## src/hw/rv_pkg.sv

```systemverilog
package rv_pkg;

    localparam int XLEN       = 32;

    // instruction field widths
    localparam int OPCODE_W   = 7;
    localparam int REG_W      = 5;
    localparam int F3_W       = 3;
    localparam int F7_W       = 7;
    localparam int CSR_ADDR_W = 12;

    //////////////////////////////
    // opcodes
    localparam logic [OPCODE_W-1:0] OP_LUI    = 7'b0110111;
    localparam logic [OPCODE_W-1:0] OP_OPIMM  = 7'b0010011;
    localparam logic [OPCODE_W-1:0] OP_OP     = 7'b0110011;
    localparam logic [OPCODE_W-1:0] OP_LOAD   = 7'b0000011;
    localparam logic [OPCODE_W-1:0] OP_STORE  = 7'b0100011;
    localparam logic [OPCODE_W-1:0] OP_BRANCH = 7'b1100011;
    localparam logic [OPCODE_W-1:0] OP_SYSTEM = 7'b1110011;

    //////////////////////////////
    // funct fields
    localparam logic [F3_W-1:0] F3_ADD   = 3'b000;
    localparam logic [F3_W-1:0] F3_BNE   = 3'b001;
    localparam logic [F3_W-1:0] F3_LW    = 3'b010;
    localparam logic [F3_W-1:0] F3_SW    = 3'b010;
    localparam logic [F3_W-1:0] F3_CSRRW = 3'b001;
    localparam logic [F3_W-1:0] F3_CSRRS = 3'b010;

    localparam logic [F7_W-1:0] F7_SUB   = 7'b0100000;

    //////////////////////////////
    // csr map
    localparam logic [CSR_ADDR_W-1:0] CSR_MCYCLE   = 12'hB00;
    localparam logic [CSR_ADDR_W-1:0] CSR_MINSTRET = 12'hB02;
    localparam logic [CSR_ADDR_W-1:0] CSR_MSCRATCH = 12'h340;

    typedef enum logic [1:0]
    {
        CSR_NONE  = 2'd0,
        CSR_WRITE = 2'd1,
        CSR_SET   = 2'd2
    } csr_op_t;

endpackage

```

## src/hw/rv_bus_arb.sv

```systemverilog
`timescale 1ns/1ps

module rv_bus_arb
#(
    parameter logic [31:0] RESET_ADDR       = 32'h0000_0000,
    parameter int          IADDR_SPACE_BITS = 16
)
(
    input  wire                         i_clk,
    input  wire                         i_arst_n,
    input  wire                         i_instr_req,
    input  wire [IADDR_SPACE_BITS-1:0]  i_instr_addr,
    output logic                        o_instr_ack,
    output logic [31:0]                 o_instr_data,
    input  wire                         i_data_req,
    input  wire                         i_data_write,
    input  wire [31:0]                  i_data_addr,
    input  wire [31:0]                  i_data_wdata,
    output logic                        o_data_ack,
    output logic [31:0]                 o_data_rdata,
    output logic [31:0]                 o_wb_adr,
    output logic [31:0]                 o_wb_dat,
    output logic                        o_wb_we,
    output logic [3:0]                  o_wb_sel,
    output logic                        o_wb_stb,
    output logic                        o_wb_cyc,
    input  wire [31:0]                  i_wb_dat,
    input  wire                         i_wb_ack
);

    // fetch address bits; the rest come from RESET_ADDR
    localparam logic [31:0] IMASK = (IADDR_SPACE_BITS >= 32) ? '1 :
                                    (32'd1 << IADDR_SPACE_BITS) - 32'd1;

    typedef enum logic [1:0] {S_IDLE, S_INSTR, S_DATA, S_HOLD} state_t;

    state_t      state;
    logic [31:0] rdata;

    assign o_instr_data = rdata;
    assign o_data_rdata = rdata;
    assign o_wb_sel     = '1;       // word accesses only

    always_ff @(posedge i_clk or negedge i_arst_n)
    begin
        if (!i_arst_n)
        begin
            state       <= S_IDLE;
            o_wb_cyc    <= 1'b0;
            o_wb_stb    <= 1'b0;
            o_wb_we     <= 1'b0;
            o_instr_ack <= 1'b0;
            o_data_ack  <= 1'b0;
        end
        else
        begin
            case (state)
                S_IDLE:
                begin
                    if (i_data_req)     // data first
                    begin
                        state    <= S_DATA;
                        o_wb_cyc <= 1'b1;
                        o_wb_stb <= 1'b1;
                        o_wb_we  <= i_data_write;
                    end
                    else if (i_instr_req)
                    begin
                        state    <= S_INSTR;
                        o_wb_cyc <= 1'b1;
                        o_wb_stb <= 1'b1;
                        o_wb_we  <= 1'b0;
                    end
                end
                S_INSTR, S_DATA:
                begin
                    if (i_wb_ack)
                    begin
                        state       <= S_HOLD;
                        o_wb_cyc    <= 1'b0;
                        o_wb_stb    <= 1'b0;
                        o_wb_we     <= 1'b0;
                        o_instr_ack <= (state == S_INSTR);
                        o_data_ack  <= (state == S_DATA);
                    end
                end
                default:            // hold ack until the requester drops req
                begin
                    if ((o_instr_ack && !i_instr_req) || (o_data_ack && !i_data_req))
                    begin
                        state       <= S_IDLE;
                        o_instr_ack <= 1'b0;
                        o_data_ack  <= 1'b0;
                    end
                end
            endcase
        end
    end

    always_ff @(posedge i_clk)
    begin
        if (state == S_IDLE)
        begin
            o_wb_adr <= i_data_req ? i_data_addr
                                   : (RESET_ADDR & ~IMASK) | 32'(i_instr_addr);
            o_wb_dat <= i_data_wdata;
        end
        if (i_wb_ack && (state == S_INSTR || state == S_DATA))
            rdata <= i_wb_dat;
    end

    // slave acks only inside an open bus cycle
    a_ack_in_cycle: assert property (@(posedge i_clk) disable iff (!i_arst_n)
        i_wb_ack |-> o_wb_cyc && o_wb_stb);

endmodule

```

## src/hw/rv_csr.sv

```systemverilog
`timescale 1ns/1ps

module rv_csr
(
    input  wire                             i_clk,
    input  wire                             i_arst_n,
    input  rv_pkg::csr_op_t                 i_csr_op,
    input  wire [rv_pkg::CSR_ADDR_W-1:0]    i_csr_addr,
    input  wire [31:0]                      i_csr_wdata,
    input  wire                             i_retire,
    output logic [31:0]                     o_csr_rdata
);

    import rv_pkg::*;

    logic [XLEN-1:0] mcycle;
    logic [XLEN-1:0] minstret;
    logic [XLEN-1:0] mscratch;

    always_comb
    begin
        case (i_csr_addr)
            CSR_MCYCLE:   o_csr_rdata = mcycle;
            CSR_MINSTRET: o_csr_rdata = minstret;     // excludes the reading instruction
            CSR_MSCRATCH: o_csr_rdata = mscratch;
            default:      o_csr_rdata = '0;
        endcase
    end

    always_ff @(posedge i_clk or negedge i_arst_n)
    begin
        if (!i_arst_n)
        begin
            mcycle   <= '0;
            minstret <= '0;
            mscratch <= '0;
        end
        else
        begin
            mcycle <= mcycle + 1'b1;
            if (i_retire)
                minstret <= minstret + 1'b1;
            // counters are read-only here, so only mscratch takes writes
            if (i_csr_addr == CSR_MSCRATCH)
            begin
                if (i_csr_op == CSR_WRITE)
                    mscratch <= i_csr_wdata;
                else if (i_csr_op == CSR_SET)
                    mscratch <= mscratch | i_csr_wdata;
            end
        end
    end

endmodule

```

## src/hw/rv_exec.sv

```systemverilog
`timescale 1ns/1ps

module rv_exec
#(
    parameter int IADDR_SPACE_BITS = 16
)
(
    input  wire                             i_clk,
    input  wire                             i_arst_n,
    input  wire                             i_fetch_valid,
    input  wire [31:0]                      i_fetch_instr,
    input  wire [IADDR_SPACE_BITS-1:0]      i_fetch_pc,
    output logic                            o_take,
    output logic                            o_redirect,
    output logic [IADDR_SPACE_BITS-1:0]     o_redirect_pc,
    output logic                            o_data_req,
    output logic                            o_data_write,
    output logic [31:0]                     o_data_addr,
    output logic [31:0]                     o_data_wdata,
    input  wire                             i_data_ack,
    input  wire [31:0]                      i_data_rdata,
    output rv_pkg::csr_op_t                 o_csr_op,
    output logic [rv_pkg::CSR_ADDR_W-1:0]   o_csr_addr,
    output logic [31:0]                     o_csr_wdata,
    output logic                            o_retire,
    input  wire [31:0]                      i_csr_rdata
);

    import rv_pkg::*;

    logic [XLEN-1:0]     regs [1:31];
    logic [OPCODE_W-1:0] opcode;
    logic [REG_W-1:0]    rd, rs1, rs2, mem_rd, wr_rd;
    logic [F3_W-1:0]     f3;
    logic [F7_W-1:0]     f7;
    logic [XLEN-1:0]     rs1_val, rs2_val, imm_i, imm_s, imm_b, imm_u;
    logic [XLEN-1:0]     result, wr_data;
    logic                wb_en, is_mem, br_taken, load_done, wr_en;
    csr_op_t             csr_op;

    //////////////////////////////
    // decode
    assign opcode = i_fetch_instr[6:0];
    assign rd     = i_fetch_instr[11:7];
    assign f3     = i_fetch_instr[14:12];
    assign rs1    = i_fetch_instr[19:15];
    assign rs2    = i_fetch_instr[24:20];
    assign f7     = i_fetch_instr[31:25];

    assign imm_i = {{20{i_fetch_instr[31]}}, i_fetch_instr[31:20]};
    assign imm_s = {{20{i_fetch_instr[31]}}, i_fetch_instr[31:25], i_fetch_instr[11:7]};
    assign imm_b = {{19{i_fetch_instr[31]}}, i_fetch_instr[31], i_fetch_instr[7],
                    i_fetch_instr[30:25], i_fetch_instr[11:8], 1'b0};
    assign imm_u = {i_fetch_instr[31:12], 12'b0};

    assign rs1_val = (rs1 == '0) ? '0 : regs[rs1];
    assign rs2_val = (rs2 == '0) ? '0 : regs[rs2];

    always_comb
    begin
        wb_en    = 1'b0;
        is_mem   = 1'b0;
        br_taken = 1'b0;
        result   = '0;
        csr_op   = CSR_NONE;
        case (opcode)
            OP_LUI:
            begin
                wb_en  = 1'b1;
                result = imm_u;
            end
            OP_OPIMM:
            begin
                wb_en  = (f3 == F3_ADD);
                result = rs1_val + imm_i;
            end
            OP_OP:
            begin
                wb_en  = (f3 == F3_ADD);
                result = (f7 == F7_SUB) ? rs1_val - rs2_val : rs1_val + rs2_val;
            end
            OP_LOAD:   is_mem = (f3 == F3_LW);
            OP_STORE:  is_mem = (f3 == F3_SW);
            OP_BRANCH: br_taken = (f3 == F3_BNE) && (rs1_val != rs2_val);
            OP_SYSTEM:
            begin
                if (f3 == F3_CSRRW)
                    csr_op = CSR_WRITE;
                else if (f3 == F3_CSRRS)
                    csr_op = CSR_SET;
                wb_en  = (csr_op != CSR_NONE);
                result = i_csr_rdata;       // old value goes to rd
            end
            default: ;                      // anything else retires as a no-op
        endcase
    end

    // one instruction at a time, and only once the data exchange has closed
    assign o_take        = i_fetch_valid && !o_data_req && !i_data_ack;
    assign o_redirect    = o_take && br_taken;
    assign o_redirect_pc = i_fetch_pc + imm_b[IADDR_SPACE_BITS-1:0];

    assign o_csr_op    = o_take ? csr_op : CSR_NONE;
    assign o_csr_addr  = i_fetch_instr[31:20];
    assign o_csr_wdata = rs1_val;

    assign load_done = o_data_req && i_data_ack && !o_data_write;
    assign o_retire  = (o_take && !is_mem) || (o_data_req && i_data_ack);

    //////////////////////////////
    // register file
    assign wr_en   = (o_take && wb_en) || load_done;
    assign wr_rd   = load_done ? mem_rd : rd;
    assign wr_data = load_done ? i_data_rdata : result;

    always_ff @(posedge i_clk)
    begin
        if (wr_en && wr_rd != '0)
            regs[wr_rd] <= wr_data;
    end

    //////////////////////////////
    // load/store exchange
    always_ff @(posedge i_clk or negedge i_arst_n)
    begin
        if (!i_arst_n)
            o_data_req <= 1'b0;
        else if (o_take && is_mem)
            o_data_req <= 1'b1;
        else if (i_data_ack)
            o_data_req <= 1'b0;
    end

    always_ff @(posedge i_clk)
    begin
        if (o_take && is_mem)
        begin
            o_data_write <= (opcode == OP_STORE);
            o_data_addr  <= rs1_val + ((opcode == OP_STORE) ? imm_s : imm_i);
            o_data_wdata <= rs2_val;
            mem_rd       <= rd;
        end
    end

    // ack falls one cycle after req falls
    a_data_ack_release: assert property (@(posedge i_clk) disable iff (!i_arst_n)
        i_data_ack && !o_data_req |=> !i_data_ack);

endmodule

```

## src/hw/rv_fetch.sv

```systemverilog
`timescale 1ns/1ps

module rv_fetch
#(
    parameter logic [31:0] RESET_ADDR    = 32'h0000_0000,
    parameter int          IADDR_SPACE_BITS = 16
)
(
    input  wire                         i_clk,
    input  wire                         i_arst_n,
    input  wire                         i_take,
    input  wire                         i_redirect,
    input  wire [IADDR_SPACE_BITS-1:0]  i_redirect_pc,
    output logic                        o_instr_req,
    output logic [IADDR_SPACE_BITS-1:0] o_instr_addr,
    input  wire                         i_instr_ack,
    input  wire [31:0]                  i_instr_data,
    output logic                        o_fetch_valid,
    output logic [31:0]                 o_fetch_instr,
    output logic [IADDR_SPACE_BITS-1:0] o_fetch_pc
);

    logic [IADDR_SPACE_BITS-1:0] pc;
    logic                        ack_first;
    logic                        start;

    assign ack_first = o_instr_req && i_instr_ack;   // data valid here
    // new request only once the previous exchange has fully closed
    assign start = !o_instr_req && !i_instr_ack && !o_fetch_valid && !i_redirect;

    always_ff @(posedge i_clk or negedge i_arst_n)
    begin
        if (!i_arst_n)
        begin
            pc            <= RESET_ADDR[IADDR_SPACE_BITS-1:0];
            o_instr_req   <= 1'b0;
            o_fetch_valid <= 1'b0;
        end
        else
        begin
            if (ack_first)
                o_instr_req <= 1'b0;
            else if (start)
                o_instr_req <= 1'b1;

            if (i_redirect)
            begin
                pc            <= i_redirect_pc;
                o_fetch_valid <= 1'b0;
            end
            else
            begin
                if (i_take)
                    o_fetch_valid <= 1'b0;
                if (ack_first)
                begin
                    o_fetch_valid <= 1'b1;
                    pc            <= pc + IADDR_SPACE_BITS'(4);
                end
            end
        end
    end

    always_ff @(posedge i_clk)
    begin
        if (start)
            o_instr_addr <= pc;
        if (ack_first)
        begin
            o_fetch_instr <= i_instr_data;
            o_fetch_pc    <= o_instr_addr;
        end
    end

    // ack falls one cycle after req falls
    a_instr_ack_release: assert property (@(posedge i_clk) disable iff (!i_arst_n)
        i_instr_ack && !o_instr_req |=> !i_instr_ack);

endmodule

```

## src/hw/rv_top_wb.sv

```systemverilog
`timescale 1ns/1ps

module rv_top_wb
#(
    parameter logic [31:0] RESET_ADDR       = 32'h0000_0000,
    parameter int          IADDR_SPACE_BITS = 16
)
(
    input  wire         i_clk,
    input  wire         i_arst_n,
    output logic [31:0] o_wb_adr,
    output logic [31:0] o_wb_dat,
    input  wire  [31:0] i_wb_dat,
    output logic        o_wb_we,
    output logic [3:0]  o_wb_sel,
    output logic        o_wb_stb,
    input  wire         i_wb_ack,
    output logic        o_wb_cyc
);

    import rv_pkg::*;

    generate
        if (IADDR_SPACE_BITS > 32)
        begin : g_cfg_check
            $error("IADDR_SPACE_BITS must not exceed 32");
        end
    endgenerate

    logic                        instr_req, instr_ack;
    logic [IADDR_SPACE_BITS-1:0] instr_addr;
    logic [31:0]                 instr_data;
    logic                        data_req, data_write, data_ack;
    logic [31:0]                 data_addr, data_wdata, data_rdata;

    logic                        take, redirect, fetch_valid;
    logic [IADDR_SPACE_BITS-1:0] redirect_pc, fetch_pc;
    logic [31:0]                 fetch_instr;

    csr_op_t                     csr_op;
    logic [CSR_ADDR_W-1:0]       csr_addr;
    logic [31:0]                 csr_wdata, csr_rdata;
    logic                        retire;

    rv_fetch #(.RESET_ADDR(RESET_ADDR), .IADDR_SPACE_BITS(IADDR_SPACE_BITS)) u_fetch
    (
        .i_clk          (i_clk),
        .i_arst_n       (i_arst_n),
        .i_take         (take),
        .i_redirect     (redirect),
        .i_redirect_pc  (redirect_pc),
        .o_instr_req    (instr_req),
        .o_instr_addr   (instr_addr),
        .i_instr_ack    (instr_ack),
        .i_instr_data   (instr_data),
        .o_fetch_valid  (fetch_valid),
        .o_fetch_instr  (fetch_instr),
        .o_fetch_pc     (fetch_pc)
    );

    rv_exec #(.IADDR_SPACE_BITS(IADDR_SPACE_BITS)) u_exec
    (
        .i_clk          (i_clk),
        .i_arst_n       (i_arst_n),
        .i_fetch_valid  (fetch_valid),
        .i_fetch_instr  (fetch_instr),
        .i_fetch_pc     (fetch_pc),
        .o_take         (take),
        .o_redirect     (redirect),
        .o_redirect_pc  (redirect_pc),
        .o_data_req     (data_req),
        .o_data_write   (data_write),
        .o_data_addr    (data_addr),
        .o_data_wdata   (data_wdata),
        .i_data_ack     (data_ack),
        .i_data_rdata   (data_rdata),
        .o_csr_op       (csr_op),
        .o_csr_addr     (csr_addr),
        .o_csr_wdata    (csr_wdata),
        .o_retire       (retire),
        .i_csr_rdata    (csr_rdata)
    );

    rv_csr u_csr
    (
        .i_clk          (i_clk),
        .i_arst_n       (i_arst_n),
        .i_csr_op       (csr_op),
        .i_csr_addr     (csr_addr),
        .i_csr_wdata    (csr_wdata),
        .i_retire       (retire),
        .o_csr_rdata    (csr_rdata)
    );

    rv_bus_arb #(.RESET_ADDR(RESET_ADDR), .IADDR_SPACE_BITS(IADDR_SPACE_BITS)) u_arb
    (
        .i_clk          (i_clk),
        .i_arst_n       (i_arst_n),
        .i_instr_req    (instr_req),
        .i_instr_addr   (instr_addr),
        .o_instr_ack    (instr_ack),
        .o_instr_data   (instr_data),
        .i_data_req     (data_req),
        .i_data_write   (data_write),
        .i_data_addr    (data_addr),
        .i_data_wdata   (data_wdata),
        .o_data_ack     (data_ack),
        .o_data_rdata   (data_rdata),
        .o_wb_adr       (o_wb_adr),
        .o_wb_dat       (o_wb_dat),
        .o_wb_we        (o_wb_we),
        .o_wb_sel       (o_wb_sel),
        .o_wb_stb       (o_wb_stb),
        .o_wb_cyc       (o_wb_cyc),
        .i_wb_dat       (i_wb_dat),
        .i_wb_ack       (i_wb_ack)
    );

endmodule

```

## config.mk

```make
export PLATFORM = sky130hd
export DESIGN_NAME = rv_top_wb
export DESIGN_NICKNAME = d
export VERILOG_FILES = /design/src/hw/rv_pkg.sv /design/src/hw/rv_bus_arb.sv /design/src/hw/rv_csr.sv /design/src/hw/rv_exec.sv /design/src/hw/rv_fetch.sv /design/src/hw/rv_top_wb.sv
export SDC_FILE = /design/constraint.sdc
export NUM_CORES = 2
export LEC_CHECK = 0
export BUFFER_PORTS_ARGS = -buffer_cell sky130_fd_sc_hd__buf_2
export CAP_MARGIN = 20
export CORE_ASPECT_RATIO = 1.4
export CORE_MARGIN = 10
export CORE_UTILIZATION = 35
export CTS_BUF_LIST = sky130_fd_sc_hd__clkbuf_8 sky130_fd_sc_hd__clkbuf_16
export CTS_CLUSTER_SIZE = 25
export DETAILED_ROUTE_END_ITERATION = 6
export GPL_TIMING_DRIVEN = 0
export SLEW_MARGIN = 20
export SYNTH_ARGS = -nofsm -noshare
export SYNTH_HDL_FRONTEND = slang
export SYNTH_HIERARCHICAL = 1
export SYNTH_SLANG_ARGS = --single-unit
export TNS_END_PERCENT = 100
```

## constraint.sdc

```tcl
create_clock -name i_clk -period 6.95 [get_ports i_clk]
set_input_delay 1.39 -clock i_clk [delete_from_list [all_inputs] [get_ports i_clk]]
set_output_delay 1.39 -clock i_clk [all_outputs]
set_load 0.03 [all_outputs]
```

---- After elaboration in Yosys (flattened, before gate mapping) ----
Memory sizes are Yosys's and may differ from the RTL's. A register that Yosys moved wholly into a read port is not among the register bits.
Index checks and enable logic that the tools add are counted.
word-level totals
  memories kept ........................... 1
  RAM bits ................................ 992
  word-level logic and storage cells ...... 153
  bits in registers ....................... 351
  input bits .............................. 35
memories
  memory       depth  width  rd ports  clocked after memory_dff  write ports  line           RTL
  u_exec.regs  31     32     2         2                         1            rv_exec.sv:31  logic [XLEN-1:0] regs [1:31];
cells by class
  equal/unequal tests ..................... 20
  mux-type cells .......................... 49
  add/sub/neg operators ................... 8
  bitwise gates (word level) .............. 2
  reduce and logical (&&, ||, !) cells .... 50
operators by type and width
  cell                   number
  $mux 32                6
  $pmux 32 s4            1
  $add 32x32->32         3
  $pmux 32 s3            1
  $add 32x1->32 const B  2
  $mux 16                3
  $ne 32x32->1           1
  $or 32x32->32          1
  $sub 32x32->32         1
  $eq 7x6->1 const B     4
  $eq 12x12->1 const B   2
  $mux 5                 4
  $mux 1                 19
  $mux 2                 9
  $logic_and 1x1->1      17
  $add 16x16->16         1
  $add 16x3->16 const B  1
  $eq 7x7->1 const B     2
  $reduce_bool 2->1      7
  $eq 12x10->1 const B   1
  $logic_not 5->1        2
  $reduce_and 3->1       3
  $logic_not 1->1        8
  $pmux 1 s2             4
  18 further kinds       26

---- Longest topological paths before layout ----
  word-level depth ........................ 11
  gate-level depth with buffers ........... 30
  mapped depth without buffers ............ 23

---- Hierarchy ----
Netlist, hierarchy kept.
modules (own cells, without submodules)
  module      times used  sequential area each (um^2)  area each (um^2)  cells each
  rv_exec     1           31,915.6                     56,012.5          3,577
  rv_csr      1           2,402.3                      4,689.5           416
  rv_bus_arb  1           3,032.9                      3,867.5           205
  rv_fetch    1           2,372.3                      2,904.0           163

---- Worst setup path before layout ----
OpenSTA, ideal clock, no wires.
  kind .................................... reg-to-reg
  start point ............................. register u_fetch.o_fetch_instr[15]
  end point ............................... register u_fetch.o_instr_addr[0], enable pin
  stages on the path, launching flop included .. 20
  arrival time ............................ 6.611 ns
  buffers on the path ..................... 7
  data required time ...................... 6.520 ns
  setup slack ............................. -0.092 ns
  path through ............................ edfxtp_1 -> buf_2 -> buf_6 -> buf_2 -> clkbuf_1 -> buf_1 -> mux4_2 -> mux4_2 -> mux2i_1 -> nor2_1 -> ha_1 -> clkbuf_1 -> inv_1 -> nor3_1 -> and2_1 -> nand4_1 -> nor3b_1 -> nor4b_1 -> clkbuf_1 -> nor4_1
on the way
  cells in the longest elaborated chain, start to end .. 8
ends and longest elaborated chain
  item                     line             RTL
  start, declared          rv_fetch.sv:19   output logic [31:0] o_fetch_instr,
  start signal, assigned   rv_fetch.sv:70   o_fetch_instr <= i_instr_data;
  $logic_not 5->1          rv_exec.sv:56    assign rs1_val = (rs1 == '0) ? '0 : regs[rs1];
  $mux 32                  rv_exec.sv:56
  named net csr_wdata[19]  rv_top_wb.sv:42  logic [31:0] csr_wdata, csr_rdata;
  $ne 32x32->1             rv_exec.sv:84    OP_BRANCH: br_taken = (f3 == F3_BNE) && (rs1_val != rs2_val);
  $logic_and 1x1->1        rv_exec.sv:84
  $mux 1                   rv_exec.sv:66    case (opcode)
  $logic_and 1x1->1        rv_exec.sv:100   assign o_redirect = o_take && br_taken;
  named net redirect       rv_top_wb.sv:36  logic take, redirect, fetch_valid;
  $logic_not 1->1          rv_fetch.sv:29   assign start = !o_instr_req && !i_instr_ack && !o_fetch_valid && !i_redirect;
  $logic_and 1x1->1        rv_fetch.sv:29
  named net u_fetch.start  rv_fetch.sv:25   logic start;
  end signal, assigned     rv_fetch.sv:67   o_instr_addr <= pc;
  end, declared            rv_fetch.sv:15   output logic [IADDR_SPACE_BITS-1:0] o_instr_addr,
The timed path passes the listed nets, and every way through them passes these cells.
A chain may end at the register's enable or synchronous reset.

---- Worst setup path in the final report ----
  start point ............................. register u_fetch.o_fetch_instr[24]
  end point ............................... memory u_exec.regs[4][31], data pin
on the way
  cells in the longest elaborated chain, start to end .. 6
ends and longest elaborated chain
  item                                                     line            RTL
  $logic_not 5->1                                          rv_exec.sv:57   assign rs2_val = (rs2 == '0) ? '0 : regs[rs2];
  $mux 32                                                  rv_exec.sv:57
  $add 32x32->32 / $sub 32x32->32 (equally long branches)  rv_exec.sv:80   result = (f7 == F7_SUB) ? rs1_val - rs2_val : rs1_val + rs2_val;
  $mux 32                                                  rv_exec.sv:80
  $pmux 32 s4 (*)                                          rv_exec.sv:66
  $mux 32 (*)                                              rv_exec.sv:114  assign wr_data = load_done ? i_data_rdata : result;
  named net u_exec.wr_data[31]                             rv_exec.sv:37   logic [XLEN-1:0] result, wr_data;
  end, declared                                            rv_exec.sv:31
Mark *: on every way through the listed nets, which the timed path passes. The rest lies on a longest branch.

==> impl_results.md <==
* Lkg Pwr at 28.5 nW
* HP Start: u_exec/o_data_wdata[2]
* Hpwl dp at 196 mm
* Relative slew slack at 20.8%
* #FFs+latches synth at 1343
* Max_cap viols at 0
* Worst path arrival time at 7.66 ns
* Routed Antenna Nets at 0
* # setup viols final at 46
* Post-Route M1 WL at approximately 88 mm
* Hold WC Path Type: reg2reg
* Final setup skew at 0.0549 ns
* Asr flop ratio synth at under 10%
* Num CTS Buffers at around 140
* Average size of a mapped cell at 15.5 µm²
* Power after layout at 27.3 mW
* Fmax at 141 MHz
* Num rows at 190
* Setup crit end kind: flop
* Fill cell count at approximately 17k
* Hold Buf Count CTS at 0
* Pin count of the biggest net entering global routing at 68
* All-Layer GR Usage at about a quarter
* Sequential Power Share at approximately 35%
* CP top delay family: compound AO/OA/AOI/OAI gates
* Startpoint Class: flop
* H-tree levels at 4
* Final Max Slew Viols at 0
* Combinational cell fraction of total power at approximately 37%
* WS Path Type: reg2reg
* Fin crit share at 102%
* Worst Setup EP: u_exec/regs[4][31]
* Global-route wire length before repair at 366 mm
* Worst r2r dst: u_exec/regs[4][31]
* Via/cell ratio at 6.21
* Final setup TNS at -4.28 ns
* Warnings, synthesis at 6
* Cell Pwr Density at 339 mW/mm²
* Top Layer Used: met5
* Status: complete, but fails checks
* Area growth syn-to-layout at 19.3%
* Worst-margin pin slew at 1.18 ns
* Grt ovf at 0
* Drt pass-1 iters at 6
* Non-filler instance count after layout at 7340
* NetSw at approximately 10 mW
* # IOs at 106
* Most common cell after layout, fill and taps aside: edfxtp_1
* PortBufs at between 100 and 150
* CP peak stage delay at 0.87 ns
* EDFF count, synth at 1222
* Drt wl/cell at 36.5 µm
* Unique masters post-synth at 109
* FF-to-FF setup slack at -0.15 ns
* Initial cell density of the core at a little over a third
* Most frequent cells in the layout: edfxtp_1, mux4_2, nor2_1
* Die Area at 0.211 mm²
* Clk Latency, worst-skew pair at around 0.83 ns
* Maximum clock path buffer count at 3
* Crit-path cells: clkdlybuf4s15_1 > clkbuf_1 > a311oi_1 > a21oi_1 > or2_2 > ha_1 > inv_1 > o21bai_1 > a21oi_1 > o21ai_0 > a311oi_1 > o31ai_1 > a21oi_1 > nor2_1 > a211o_1 > a21oi_2 > xnor2_2 > buf_4 > o21ai_4 > buf_12
* Worst r2r path cells at 20
* Mapped Cells at 4361
* Hold slack at slightly above 0.4 ns
* Ys flop type: edfxtp_1
* Vias in the first global route at 46.0k
* Met3 Wirelength at 23.6 mm
* RSZ-0062 raised after global routing: false
* Core Footprint at around 0.19 mm²
* CTS tree: built
* Setup ws final at -0.152 ns
* Worst Setup SP: u_fetch/o_fetch_instr[24]
* Die Y at 540 µm
* Antenna violations before repair at 14
* Post-synthesis instance area at roughly 0.067 mm²
* Root Buffer: clkbuf_16
* Minimum clock period after layout at 7.10 ns
* Worst Path Buf+Inv at 5
* Peak supply drop at 322 µV
* DRC Markers at 0
* Share of the yosys chip area belonging to registers at 58.9%
* Placed insts at 7060
* Slowest-stage cell, CP: clkbuf_1
* Final hold vios at 0
* Vias at 45.6k
* CP Max Fanout at 16
* Clock Sink Count at 1343
* P_int at 16.9 mW
* CP required at 7.51 ns
* Failing checks: setup timing
* Met2 WL at 131 mm
* Nets@finish at 4884
* Placer Congestion at 0.996
* Clock share of power at 27.4%
* Clock slew at the register clock pins of the worst setup and hold paths at 0.06 ns
* Net Sw Frac at between 30% and 40%
* Critical R2R Launch: u_fetch/o_fetch_instr[24]
* Worst path depth at 20
* Die width at 391 µm
* Layout cells sized above 1 at slightly below 30%
* Crit path top cell by count: a21oi_1
* Routed wire length at about 270 mm
* DRT iter0 DRCs at ~5.7k
[worst register-to-register path: cells and delay by family (launching register included)]
family,cells,cell delay [ns]
AO/OA/AOI/OAI,11,3.09
buffers and inverters,5,2.26
flip-flops,1,0.68
AND/OR/NAND/NOR,2,0.32
adder cells (fa/ha/maj),1,0.30
XOR/XNOR,1,0.17
[state kept, by name, summed over array words and instances, names as in the netlist, 32 cells and up]
name,count
u_csr/mscratch,32
u_arb/o_wb_dat,32
u_fetch/o_fetch_instr,32
u_exec/regs,992
u_csr/minstret,32
u_arb/o_wb_adr,32
u_exec/o_data_wdata,32
u_arb/o_data_rdata,32
u_exec/o_data_addr,32
u_csr/mcycle,32
[Yosys cell counts (9+ instances only)]
cell type	n	share of area, %
nor4_1	16	0.15
and3_1	19	0.18
nor2b_1	21	0.19
nand2_1	212	1.2
a31oi_1	18	0.17
nand3_1	47	0.35
o21bai_1	21	0.23
or2_2	35	0.32
buf_2	50	0.37
a22oi_1	41	0.46
clkbuf_1	183	1.0
a21oi_1	195	1.4
o211ai_1	10	0.11
o2bb2ai_1	28	0.36
a21o_1	30	0.33
xnor2_1	103	1.3
xor2_1	72	0.93
dfrtp_1	121	4.5
and4_1	13	0.17
a211oi_1	67	0.75
a311oi_1	32	0.42
edfxtp_1	1222	54
o21ai_0	111	0.82
mux2i_1	139	2.1
inv_1	102	0.57
nor3_1	54	0.40
mux4_2	514	17
o21a_1	12	0.13
o31ai_1	11	0.12
nor2_1	272	1.5
o221ai_1	15	0.19
or3_1	9	0.083
nand4_1	38	0.35
buf_4	53	0.59
nand2b_1	9	0.083
ha_1	120	2.2
a22o_1	33	0.43
mux2_2	26	0.43
and2_1	33	0.31
buf_1	36	0.20
o22ai_1	11	0.10
a221oi_1	18	0.23
o21ai_1	35	0.26
[per-layer routing]
layer | GRT usage, % | up-vias
met3 | 5.29 | 915
met4 | 19.9 | 12
li1 | - | 18300
met5 | 0 | -
met2 | 41.7 | 2829
met1 | 26.9 | 23500
[metrics by stage]
step / setup WS [ns] / area (µm²) / util [%]
4_1_cts: 0.0101 / 80000 / 41.7
2_1_floorplan: 0.00257 / 67500 / -
6_report: -0.152 / 80500 / 42.0
5_1_grt: 0.0138 / 80400 / 42.0
3_5_place_dp: -3.77 / 73900 / 38.6
3_3_place_gp: -5.51 / 71100 / 37.1
[what timing repair did]
item,in CTS,in global routing
setup buffers,23,9
endpoints found under the setup margin,1047,421
pin swaps,17,12
gates cloned,2,0
resized for setup,388,95
[power by group through the flow]
stage | registers [mW] | clock network [mW] | logic (mW)
floorplan | 9.92 | 0 | 5.24
global placement | 9.87 | 0 | 9.01
detailed placement | 9.82 | 0 | 9.23
CTS | 9.66 | 7.60 | 9.85
global route | 9.70 | 7.91 | 10.5
finish | 9.67 | 7.49 | 10.2
[final cells by class]
type | count | area [µm²] | area share [%]
clock buffer | 142 | 3540 | 4.40
sequential | 1343 | 39700 | 49.4
multi-input combinational | 2591 | 27100 | 33.7
inverter | 104 | 397 | 0.493
timing repair buffer | 234 | 2980 | 3.71
buffer | 315 | 2580 | 3.21
clock inverter | 106 | 956 | 1.19
tap | 2496 | 3120 | 3.88
antenna | 9 | 22.5 | 0.0280
[worst min path at each step]
stage	endpoint	slack [ns]	depth (start not counted)
after global routing	u_arb/o_wb_dat[12]	0.43	0
final	u_arb/o_wb_dat[2]	0.42	0
after detailed placement	u_arb/o_wb_dat[6]	0.41	0
after floorplan	u_arb/o_wb_dat[0]	0.40	0
after global placement	u_arb/o_wb_dat[7]	0.40	0
after CTS	u_arb/o_wb_dat[2]	0.42	0
[cell families (layout without fill, tap and decap cells)]
group	Yosys count	in the layout	share of synthesized area (%)
xor+xnor	176	176	2.30
buf+inv	432	901	2.86
fa+ha+maj	125	125	2.33
mux	684	684	19.7
flops	1343	1343	58.9
other cells	1	13	0.00556
simple gates	828	828	6.03
compound gates	772	774	7.88
Power figures use the tool's default switching activity.
